File: src/hw/core_consts.svh
`ifndef CORE_CONSTS_SVH
`define CORE_CONSTS_SVH

// ****************************************
// datapath widths, fixed by the instruction set
// ****************************************

`define CORE_XLEN      32
`define CORE_REG_W     5

// immediate field of the jump format, branches use its sign-extended value
`define CORE_OFS_W     26

// ****************************************
// data memory
// ****************************************

// depth in 32-bit words
`define CORE_MEM_WORDS 256

`endif
File: src/hw/wb_pkg.sv
`include "core_consts.svh"

package wb_pkg;

    typedef enum logic [1:0] {
        mem_byte = 2'd0,
        mem_half = 2'd1,
        mem_word = 2'd2
    } mem_size_e;

    // classic cycle, master side
    typedef struct packed {
        logic                    cyc;
        logic                    stb;
        logic                    we;
        logic [`CORE_XLEN-3:0]   adr;   // word address
        logic [`CORE_XLEN-1:0]   dat;
        logic [`CORE_XLEN/8-1:0] sel;   // one bit per byte lane
    } wb_req_t;

    typedef struct packed {
        logic                  ack;
        logic [`CORE_XLEN-1:0] dat;
    } wb_rsp_t;

endpackage

File: src/hw/isa_pkg.sv
`include "core_consts.svh"

package isa_pkg;

    typedef logic [`CORE_XLEN-1:0] word_t;

    typedef enum logic [3:0] {
        alu_add    = 4'd0,
        alu_sub    = 4'd1,
        alu_and    = 4'd2,
        alu_or     = 4'd3,
        alu_xor    = 4'd4,
        alu_slt    = 4'd5,
        alu_sltu   = 4'd6,
        alu_sll    = 4'd7,
        alu_srl    = 4'd8,
        alu_sra    = 4'd9,
        alu_lui    = 4'd10,
        alu_pass_b = 4'd11
    } alu_op_e;

    typedef enum logic [2:0] {
        agu_none  = 3'd0,
        agu_load  = 3'd1,
        agu_store = 3'd2,
        agu_beq   = 3'd3,
        agu_bne   = 3'd4,
        agu_jump  = 3'd5,
        agu_jal   = 3'd6
    } agu_op_e;

    typedef struct packed {
        logic                   valid;
        word_t                  pc;
        logic [`CORE_REG_W-1:0] rd;
        alu_op_e                alu_op;
        agu_op_e                agu_op;
        word_t                  src_a;          // shifts take the value to shift here
        word_t                  src_b;          // also carries the store data
        word_t                  base;
        logic [`CORE_OFS_W-1:0] offset;
        wb_pkg::mem_size_e      mem_size;
        logic                   mem_unsigned;
        logic                   reg_wr_en;
    } id_ex_t;

    typedef struct packed {
        logic                   en;
        logic [`CORE_REG_W-1:0] rd;
        word_t                  data;
    } wb_result_t;

    typedef struct packed {
        logic  taken;
        word_t target;
    } redirect_t;

endpackage

File: src/hw/load_store_unit.sv
`timescale 1ns/1ns
`include "core_consts.svh"

module load_store_unit (
    input  logic                  i_clk,
    input  logic                  i_arst_n,
    input  isa_pkg::id_ex_t       i_ex,
    input  logic [`CORE_XLEN-1:0] i_addr,
    output logic                  o_hold,
    output wb_pkg::wb_req_t       o_wb_req,
    input  wb_pkg::wb_rsp_t       i_wb_rsp,
    output isa_pkg::wb_result_t   o_load
);
    import isa_pkg::*;
    import wb_pkg::*;

    localparam int sel_w = `CORE_XLEN / 8;

    typedef enum logic [1:0] {
        st_idle,
        st_access,
        st_done
    } lsu_state_e;

    lsu_state_e             state_q;
    logic                   busy;
    logic                   start;
    logic [1:0]             lane;
    logic [sel_w-1:0]       st_sel;
    word_t                  st_dat;
    word_t                  ld_shift;
    word_t                  ld_val;
    logic                   we_q;
    logic [`CORE_XLEN-3:0]  adr_q;
    word_t                  dat_q;
    logic [sel_w-1:0]       sel_q;
    logic [1:0]             lane_q;
    mem_size_e              size_q;
    logic                   unsigned_q;
    logic [`CORE_REG_W-1:0] rd_q;
    word_t                  load_q;

    assign busy  = (state_q == st_access);
    assign start = i_ex.valid && !busy &&
                   (i_ex.agu_op == agu_load || i_ex.agu_op == agu_store);

    always_ff @(posedge i_clk or negedge i_arst_n) begin
        if (!i_arst_n) begin
            state_q <= st_idle;
        end else if (busy) begin
            if (i_wb_rsp.ack) begin
                state_q <= st_done;     // load data shows on o_load next
            end
        end else begin
            state_q <= start ? st_access : st_idle;
        end
    end

    // ****************************************
    // lane steering
    // ****************************************

    always_comb begin
        lane   = i_addr[1:0];
        st_sel = '1;
        st_dat = i_ex.src_b;
        case (i_ex.mem_size)
            mem_byte: begin
                st_sel = sel_w'(1) << i_addr[1:0];
                st_dat = {4{i_ex.src_b[7:0]}};
            end
            mem_half: begin
                lane   = {i_addr[1], 1'b0};     // aligned down to the half
                st_sel = i_addr[1] ? 4'b1100 : 4'b0011;
                st_dat = {2{i_ex.src_b[15:0]}};
            end
            default: lane = 2'b00;
        endcase
    end

    assign ld_shift = i_wb_rsp.dat >> {lane_q, 3'b000};

    always_comb begin
        case (size_q)
            mem_byte: ld_val = {{24{~unsigned_q & ld_shift[7]}}, ld_shift[7:0]};
            mem_half: ld_val = {{16{~unsigned_q & ld_shift[15]}}, ld_shift[15:0]};
            default:  ld_val = i_wb_rsp.dat;
        endcase
    end

    always_ff @(posedge i_clk) begin
        if (start) begin
            we_q       <= (i_ex.agu_op == agu_store);
            adr_q      <= i_addr[`CORE_XLEN-1:2];
            dat_q      <= st_dat;
            sel_q      <= st_sel;
            lane_q     <= lane;
            size_q     <= i_ex.mem_size;
            unsigned_q <= i_ex.mem_unsigned;
            rd_q       <= i_ex.rd;
        end
        if (busy && i_wb_rsp.ack) begin
            load_q <= ld_val;
        end
    end

    // cyc and stb drop the cycle after ack as the state leaves access
    assign o_wb_req = '{cyc: busy, stb: busy, we: we_q, adr: adr_q, dat: dat_q, sel: sel_q};
    assign o_hold   = busy;
    assign o_load   = '{en: (state_q == st_done) && !we_q, rd: rd_q, data: load_q};

endmodule

File: config.mk
export PLATFORM = sky130hd
export DESIGN_NAME = load_store_unit
export DESIGN_NICKNAME = d
export VERILOG_FILES = /design/src/hw/wb_pkg.sv /design/src/hw/isa_pkg.sv /design/src/hw/load_store_unit.sv
export VERILOG_INCLUDE_DIRS = /design/src /design/src/hw
export SDC_FILE = /design/constraint.sdc
export NUM_CORES = 1
export LEC_CHECK = 0
export ABC_AREA = 1
export BUFFER_PORTS_ARGS = -buffer_cell sky130_fd_sc_hd__buf_2
export CAP_MARGIN = 20
export CORE_AREA = 4 4 133 135
export CTS_CLUSTER_DIAMETER = 60
export DETAILED_ROUTE_END_ITERATION = 8
export DIE_AREA = 0 0 137 139
export GPL_TIMING_DRIVEN = 0
export MAX_ROUTING_LAYER = met4
export REMOVE_ABC_BUFFERS = 1
export SLEW_MARGIN = 10
export SYNTH_ARGS = -nofsm -noshare
export SYNTH_HDL_FRONTEND = slang
export SYNTH_SLANG_ARGS = --single-unit
export TNS_END_PERCENT = 1
File: constraint.sdc
create_clock -name i_clk -period 6 [get_ports i_clk]
set_input_delay 0.6 -clock i_clk [delete_from_list [all_inputs] [get_ports i_clk]]
set_output_delay 0.6 -clock i_clk [all_outputs]
set_load 0.02 [all_outputs]
* After elaboration in Yosys (flattened, before gate mapping)
Index checks and enable logic that the tools add are counted.
** Storage, ports and cells
- Register bits :: 111
- Bits of input ports :: 238
- Output and inout bits :: 108
- Logic and storage cells :: 39
** Cells by class
- Equal/unequal tests :: 7
- Shifts and indexed selects :: 2
- Multiplexer cells :: 8
- Bitwise gates (word level) :: 3
- Reductions and logical operators :: 9
** Operators by type and width (count)
- 32-bit one-hot mux with 2 select lines :: 2
- 32-bit by 5-bit >> shifter with 16-bit output :: 1
- 4-bit one-hot mux with 2 select lines :: 1
- 2-bit by 1-bit == test with 1-bit output, second input constant :: 3
- 1-bit logical AND :: 4
- 2-bit zero test :: 2
- 2-bit two-way mux :: 2
- 4-bit two-way mux :: 1
- 2-bit one-hot mux with 2 select lines :: 1
- 1-bit by 2-bit << shifter with 4-bit output, first input constant :: 1
- 3-bit by 1-bit == test with 1-bit output, second input constant :: 1
- 3-bit by 2-bit == test with 1-bit output, second input constant :: 1
- 1-bit AND :: 2
- 2-bit == test, second input constant :: 1
- 1-bit zero test :: 2
- 2-bit != test, second input constant :: 1
- 1-bit logical OR :: 1
- 1-bit two-way mux :: 1
- 1-bit inverter :: 1

* Logic depth before layout (Yosys ltp)
Gate-level depths: netlist of the first run.
- Word-level depth :: 6
- Gate-level depth with buffers :: 8
- Mapped depth without buffers :: 6

* Least setup slack after synthesis of the first run
No wires, ideal clock.
- Path kind :: input -> register
- Start :: in i_ex[126] in the netlist's numbering
- End :: reg adr_q[0] (enable)
- Library setup time :: 513 ps
- Data arrival time :: 4090 ps
- Path slack :: 1397 ps
- Stages on the path :: 5
- Buffers on the path :: 0
- Path through :: inv_1 > nand2_1 > a21oi_1 > nand2_1 > nor2_1
** On the way
- Word-level cells in the longest chain between the ends :: 3
** RTL lines
- start: declaration :: line load_store_unit.sv:7 : input isa_pkg::id_ex_t i_ex,
- 3-bit by 1-bit == test with 1-bit output or 3-bit by 2-bit == test with 1-bit output (tied branches) :: line load_store_unit.sv:45 : (i_ex.agu_op == agu_load || i_ex.agu_op == agu_store);
- 1-bit logical OR (*) :: line load_store_unit.sv:45
- 1-bit logical AND (*) :: line load_store_unit.sv:44 : assign start = i_ex.valid && !busy &&
- via start :: line load_store_unit.sv:27 : logic start;
- end signal: assignment :: line load_store_unit.sv:94 : adr_q <= i_addr[`CORE_XLEN-1:2];
- end: declaration :: line load_store_unit.sv:34 : logic [`CORE_XLEN-3:0] adr_q;
The timed path passes the listed nets; every way through them passes the cells marked *.
A chain may end at the register's enable or synchronous reset.

* Worst setup path after layout of the first run
- Start :: reg size_q[1]
- End :: reg load_q[1] (data pin)
** On the way
- Word-level cells in the longest chain between the ends :: 2
** RTL lines
- start: declaration :: line load_store_unit.sv:38 : mem_size_e size_q;
- start signal: assignment :: line load_store_unit.sv:98 : size_q <= i_ex.mem_size;
- 2-bit by 1-bit == test with 1-bit output or 2-bit zero test (tied branches) :: line load_store_unit.sv:84 : case (size_q)
- 32-bit one-hot mux with 2 select lines (*) :: line load_store_unit.sv:84
- via ld_val[1] :: line load_store_unit.sv:32 : word_t ld_val;
- end signal: assignment :: line load_store_unit.sv:103 : load_q <= ld_val;
- end: declaration :: line load_store_unit.sv:41 : word_t load_q;
Marks and branches as above.

==> results.py, run 1 <==
metrics = {
    "run_status": {
        "outcome": "complete, no violations",
    },
    "power": {
        "power_frac_clock_pct": 31.9,
        "switching_power_uw": 536.3,
        "irDropWorstVdd_mv": 0.1301,
        "netSwitchingFraction_pct": 28.00,
        "p_seq_share_pct": 50.3,
        "power.static_leakage_uw": 0.002727,
        "pwr_density_cell_nw_per_um2": 308.4,
        "power.share.combinational_pct": 17.8,
        "p_int_uw": 1379,
    },
    "logic_synthesis": {
        "ys_warn_count": 0,
        "postSynthAreaPerCell_um2": 12.00,
        "ys_seq_area_share_pct": 72.31,
        "synthCells": 383,
        "yosys_register_bits": 111,
        "synth_area_um2": 4596,
        "post_synth_num_cell_types": 24,
    },
    "critical_path": {
        "crit_type": "reg -> reg",
        "r2r-start": "size_q[1]$_DFFE_PP_",
        "worst_ep_required_time_ps": 6220,
        "timing.critical_path.buf_inv": 1,
        "crit_end": "load_q[1]$_DFFE_PP_",
        "crit_fanout": 27,
        "worst_setup_path_end_kind": "flip-flop",
        "crit-reg2reg-capture": "load_q[1]$_DFFE_PP_",
        "timing.critical_path.arrival_ps": 2480,
        "critical_path.cell_chain": "clkinv_1 > o21ai_1 > nand2_1 > nand2_1",
        "crit_path_max_delay_family": "flip-flops",
        "path_depth": 4,
        "worst_r2r_setup_slack_ps": 3740,
        "critPathSlowestCell": "sky130_fd_sc_hd__edfxtp_1",
        "first_element_of_the_critical_path": "size_q[1]$_DFFE_PP_",
        "crit_path_frequent_cell": "sky130_fd_sc_hd__nand2_1",
        "cpPeakStageDelay_ps": 930,
        "critPathLaunchType": "flip-flop",
        "worst-r2r-cell-count": 4,
    },
    "floorplanning": {
        "core_area_um2": 16470,
        "count_of_standard_cell_rows": 47,
        "die_x_um": 137,
        "fp.dieArea_um2": 19040,
        "start_util_pct": 27.91,
        "height_of_the_die_um": 139,
        "top_level_ports": 346,
    },
    "timing": {
        "clock.fmax_mhz": 442.7,
        "final-setup-viol-count": 0,
        "maxSlewHeadroom_pct": 41.03,
        "holdWs_ps": 24.83,
        "tns_ps": 0,
        "finalMaxSlewViolations": 0,
        "layout_worst_path_cycle_share_pct": 37.65,
        "fin_worst_skew_ps": 6.076,
        "finalHoldViolCount": 0,
        "grt_setup_unrepaired": "false",
        "timing.final.crit_period_ps": 2259,
        "max_slew.worst_pin.slew_ps": 884.6,
    },
    "drt": {
        "initialDrtViolationCount": 238,
        "detail-route-antenna-nets": 0,
        "detail_route.first_pass.iterations": 6,
        "dr_total_vias": 3678,
        "route.detailed.wl_per_inst_um": 15.78,
        "totalWireLength_um": 13010,
        "route.detailed.vias_per_inst": 4.464,
        "remaining_drc_errors": 0,
    },
    "cells_and_area": {
        "fillCellCount": 1660,
        "final_cell_area_um2": 6211,
        "most-common-layout-cells": "sky130_fd_sc_hd__buf_2 (218), sky130_fd_sc_hd__nand2_1 (112), sky130_fd_sc_hd__edfxtp_1 (109), sky130_fd_sc_hd__o21ai_0 (31)",
        "sequential_cell_area_um2": 3323,
        "multi_input_area_um2": 1039,
        "mostFrequentLayoutCell": "sky130_fd_sc_hd__buf_2",
        "fin_nets": 836,
        "final_layout_size_suffix_gt1_share_pct": 41.46,
        "synthToLayoutAreaGrowth_pct": 35.15,
    },
    "grt": {
        "grt-ovfl-total": 0,
        "combined_global_route_utilization_of_all_metal_layers_pct": 13.91,
        "grt_pass1_vias": 3718,
        "grt_max_degree": 33,
        "number_of_antenna_violations_at_the_first_check_in_global_routing": 1,
        "grt_pass1_wl_um": 19750,
    },
    "placement": {
        "gpl.final_weighted_congestion": 0.9109,
        "dp_hpwl_um": 9972,
        "place.port_buffers": 218,
        "place_area_um2": 5904,
    },
    "cts": {
        "ctsHtreeMaxLevel": 3,
        "ctsRootBufferMaster": "sky130_fd_sc_hd__clkbuf_16",
        "clkSinkCount": 111,
        "numCtsBuffers": 9,
        "clock_latency_ps": 350,
        "post_cts_repair_resize_count": 0,
        "holdBufCountCts": 0,
        "cts_max_path_buffers": 2,
        "cts_tree": "built",
        "clk_transition_reported_paths_ps": 70,
        "post_cts_setup_buffers": 0,
    },
    "worst_hold_path": {
        "hold_path_class": "in -> async",
    },
    "run": {
        "max-cap-violations": 0,
    },
}
[power by group through the flow]
stage / registers (µW) / logic, µW / clock network, µW
2_1_floorplan: 1060 / 105 / 0
3_3_place_gp: 990 / 323 / 0
3_5_place_dp: 981 / 346 / 0
4_1_cts: 964 / 346 / 630
5_1_grt: 970 / 373 / 671
6_report: 964 / 341 / 611
[synthesized netlist by cell type]
library cell,n,area (µm²)
sky130_fd_sc_hd__nor3_1,2,10.01
sky130_fd_sc_hd__edfxtp_1,109,3273
sky130_fd_sc_hd__nand2_1,112,420.4
sky130_fd_sc_hd__clkinv_1,2,7.510
sky130_fd_sc_hd__buf_6,7,78.83
sky130_fd_sc_hd__inv_1,27,101.4
sky130_fd_sc_hd__inv_2,2,7.510
sky130_fd_sc_hd__a21oi_1,4,20.02
sky130_fd_sc_hd__nor2_4,1,11.26
sky130_fd_sc_hd__dfrtp_1,2,50.05
sky130_fd_sc_hd__clkbuf_1,2,7.510
sky130_fd_sc_hd__o21ai_1,1,5.000
sky130_fd_sc_hd__o211ai_1,8,60.06
sky130_fd_sc_hd__nor2_2,1,6.260
sky130_fd_sc_hd__nand3_1,27,135.1
sky130_fd_sc_hd__buf_4,4,30.03
sky130_fd_sc_hd__buf_2,3,15.01
sky130_fd_sc_hd__nand2_2,4,25.02
sky130_fd_sc_hd__nand3_2,1,10.01
sky130_fd_sc_hd__nand3_4,2,35.03
sky130_fd_sc_hd__nor2_1,24,90.09
sky130_fd_sc_hd__buf_1,1,3.750
sky130_fd_sc_hd__o21ai_0,31,155.2
sky130_fd_sc_hd__o22ai_1,6,37.54
[through the flow]
stage / util (%) / instances / worst slack [ps] / power, µW
global placement: 35.39 / 804 / -59.94 / 1313
CTS: 37.71 / 823 / 3754 / 1941
detailed placement: 35.86 / 807 / 3552 / 1327
global route: 37.72 / 824 / 3463 / 2014
floorplan: - / 366 / 1397 / 1167
finish: 37.72 / 824 / 3741 / 1916
[registers in the layout (all words and copies together) (netlist names)]
| register | count |
|---|---|
| unsigned_q | 1 |
| size_q | 2 |
| sel_q | 4 |
| we_q | 1 |
| lane_q | 2 |
| load_q | 32 |
| dat_q | 32 |
| state_q | 2 |
| adr_q | 30 |
| rd_q | 5 |
[cells by family after synthesis]
| family | Yosys count | synth area share (%) |
|---|---|---|
| compound gates | 50 | 6.044 |
| flops | 111 | 72.31 |
| buf+inv | 48 | 5.473 |
| simple gates | 174 | 16.17 |
[layer usage]
| metal | vias to the layer above | track usage [%] | part of all wire, % |
|---|---|---|---|
| li1 | 1748 | - | - |
| met1 | 1661 | 17.16 | 40 |
| met2 | 249 | 20.73 | 43 |
| met3 | 20 | 5.370 | 14 |
| met4 | 0 | 5.042 | 2.0 |
| met5 | - | - | 0 |
[worst min path at each step]
stage	endpoint	slack, ps	from
after floorplan	state_q[0]$_DFFE_PN0P_	300	i_arst_n
after global placement	state_q[0]$_DFFE_PN0P_	390	i_arst_n
after detailed placement	state_q[1]$_DFFE_PN0P_	390	i_arst_n
after CTS	state_q[1]$_DFFE_PN0P_	8	i_arst_n
after global routing	state_q[1]$_DFFE_PN0P_	10	i_arst_n
final	state_q[1]$_DFFE_PN0P_	20	i_arst_n
[cell type report]
class	instances	share of cell area [%]
Clock inverter	7	1.269
Tap cell	220	4.432
Antenna cell	1	0.04029
Multi-Input combinational cell	224	16.72
Inverter	31	1.873
Timing Repair Buffer	221	18.53
Clock buffer	9	3.626
Sequential cell	111	53.51
No activity file was read; power rests on OpenSTA's default activity.
==> run 2, diff against run 1 <==
Clock period 6 ns to 1.9 ns, I/O delays scaled along.
==> run 2 against run 1 <==
Against the previous run:
- sequential share of layout area decreased by 2.8 points
- power increased to 3.2 times the previous value
- hold slack got worse by 4.1 ps
- highest routed layer unchanged
==> results.py, run 2 (synthesis results as in run 1) <==
metrics = {
    "run_status": {
        "outcome": "complete, no violations",
    },
    "timing": {
        "maxSlewHeadroom_pct": 45.82,
        "layout_worst_path_cycle_share_pct": 92.40,
        "finalMaxSlewViolations": 0,
        "finalHoldViolCount": 0,
        "tns_ps": 0,
        "grt_setup_unrepaired": "false",
        "final-setup-viol-count": 0,
        "fin_worst_skew_ps": 7.955,
        "max_slew.worst_pin.slew_ps": 811.9,
        "timing.final.crit_period_ps": 1756,
        "clock.fmax_mhz": 569.6,
    },
    "placement": {
        "dp_hpwl_um": 9972,
        "place.port_buffers": 218,
        "place.detailed.instances": 807,
        "gpl.final_weighted_congestion": 0.9109,
    },
    "drt": {
        "detail_route.first_pass.iterations": 5,
        "route.detailed.vias_per_inst": 4.474,
        "remaining_drc_errors": 0,
        "dr_total_vias": 3843,
        "totalWireLength_um": 13660,
        "initialDrtViolationCount": 219,
        "route.detailed.wl_per_inst_um": 15.90,
        "detail-route-antenna-nets": 0,
    },
    "run": {
        "max-cap-violations": 0,
    },
    "cells_and_area": {
        "mostFrequentLayoutCell": "sky130_fd_sc_hd__buf_2",
        "synthToLayoutAreaGrowth_pct": 42.53,
        "final_cell_count_without_fillers": 859,
        "final_layout_size_suffix_gt1_share_pct": 40.28,
        "fin_nets": 871,
        "most-common-layout-cells": "sky130_fd_sc_hd__buf_2 (219), sky130_fd_sc_hd__nand2_1 (112), sky130_fd_sc_hd__edfxtp_1 (109), sky130_fd_sc_hd__o21ai_0 (31), sky130_fd_sc_hd__dlygate4sd3_1 (30)",
        "largest_registers": "dat_q (32), load_q (32), adr_q (30)",
    },
    "cts": {
        "ctsHtreeMaxLevel": 3,
        "clkSinkCount": 111,
        "cts_max_path_buffers": 2,
        "numCtsBuffers": 9,
        "ctsRootBufferMaster": "sky130_fd_sc_hd__clkbuf_16",
        "clk_transition_reported_paths_ps": 80,
        "clock_latency_ps": 350,
        "cts_tree": "built",
    },
    "critical_path": {
        "worst-r2r-cell-count": 6,
        "worst_setup_path_end_kind": "flip-flop",
        "crit-reg2reg-capture": "load_q[13]$_DFFE_PP_",
        "r2r-start": "lane_q[0]$_DFFE_PP_",
        "crit_fanout": 24,
        "worst_r2r_setup_slack_ps": 140,
        "worst_ep_required_time_ps": 1970,
        "timing.critical_path.arrival_ps": 1830,
        "critPathLaunchType": "flip-flop",
        "crit_type": "reg -> reg",
    },
    "grt": {
        "combined_global_route_utilization_of_all_metal_layers_pct": 14.56,
        "grt_max_degree": 33,
        "number_of_antenna_violations_at_the_first_check_in_global_routing": 1,
        "grt_pass1_wl_um": 20670,
        "grt-ovfl-total": 0,
        "grt_pass1_vias": 3858,
    },
    "worst_hold_path": {
        "min_to": "unsigned_q$_DFFE_PP_",
        "min-delay-start": "i_ex[1]",
        "hold_path_class": "in -> reg",
        "hold_path_stages": 1,
    },
    "power": {
        "p_int_uw": 4402,
        "netSwitchingFraction_pct": 28.11,
        "power.share.combinational_pct": 18.7,
        "switching_power_uw": 1721,
        "power.static_leakage_uw": 0.002876,
        "irDropWorstVdd_mv": 0.4089,
        "p_seq_share_pct": 49.6,
        "pwr_density_cell_nw_per_um2": 934.8,
        "power_frac_clock_pct": 31.7,
    },
    "floorplanning": {
        "core_area_um2": 16470,
        "start_util_pct": 27.91,
        "top_level_ports": 346,
        "height_of_the_die_um": 139,
        "fp.dieArea_um2": 19040,
        "count_of_standard_cell_rows": 47,
        "die_x_um": 137,
    },
}
[run 2: per-layer routing]
metal  vias up  routed length, µm  track usage [%]
met5         -                  0                -
met4         0                246            4.884
met3        18               1830            5.080
met2       250               6069            22.08
met1      1754               5512            18.14
li1       1821                  -                -
[run 2: final cells by class]
type,instances,area [µm²]
diodes,1,2.502
clock buffers,9,225.2
clock inverters,7,78.83
fillers,1629,9916
inverters,31,120.1
multi-input cells,224,1039
flip-flops and latches,111,3323
well taps,220,275.3
repair buffers,256,1486
[run 2: what timing repair did]
| item | CTS | global route |
|---|---|---|
| setup buffers | 2 | 3 |
| endpoints found under the setup margin | 32 | 93 |
| gates resized for setup | 1 | 2 |
| hold buffers | 26 | 4 |
| pin swaps | 0 | 1 |
| endpoints found under the hold margin | 27 | 4 |
[run 2: power by group through the flow]
stage | clock, µW | sequential, µW | combinational (µW)
6_report | 1940 | 3040 | 1140
5_1_grt | 2120 | 3060 | 1250
4_1_cts | 1990 | 3040 | 1140
3_5_place_dp | 0 | 3100 | 1090
3_3_place_gp | 0 | 3130 | 1020
2_1_floorplan | 0 | 3350 | 333
[run 2: through the flow]
stage	utilization, %	total power [µW]	area, µm²	hold WS [ps]	worst slack [ps]
after global routing	39.78	6425	6550	1.463	27.40
after detailed placement	35.86	4191	5904	-21.65	-331.8
after global placement	35.39	4146	5827	-24.81	-3768
final	39.78	6123	6550	20.77	144.4
after CTS	39.37	6174	6482	0.006412	40.19
after floorplan	-	3685	4461	-105.6	-2653
[run 2: how the worst max path moves through the flow]
stage,start,cells past startpoint,to,slack (ps)
2_1_floorplan,state_q[0]$_DFFE_PN0P_,3,adr_q[0]$_DFFE_PP_,-2650
3_3_place_gp,state_q[0]$_DFFE_PN0P_,3,adr_q[10]$_DFFE_PP_,-3770
3_5_place_dp,size_q[1]$_DFFE_PP_,4,load_q[1]$_DFFE_PP_,-330
4_1_cts,state_q[0]$_DFFE_PN0P_,4,dat_q[12]$_DFFE_PP_,40
5_1_grt,lane_q[0]$_DFFE_PP_,6,load_q[16]$_DFFE_PP_,30
6_report,lane_q[0]$_DFFE_PP_,6,load_q[13]$_DFFE_PP_,140
[run 2: critical path, cell delays in order, from the launching register on]
cell	delay [ps]
sky130_fd_sc_hd__edfxtp_1	610
sky130_fd_sc_hd__inv_4	260
sky130_fd_sc_hd__nand2_1	70
sky130_fd_sc_hd__nand3_1	80
sky130_fd_sc_hd__nand2_2	80
sky130_fd_sc_hd__nand3_4	210
sky130_fd_sc_hd__nand3_1	140
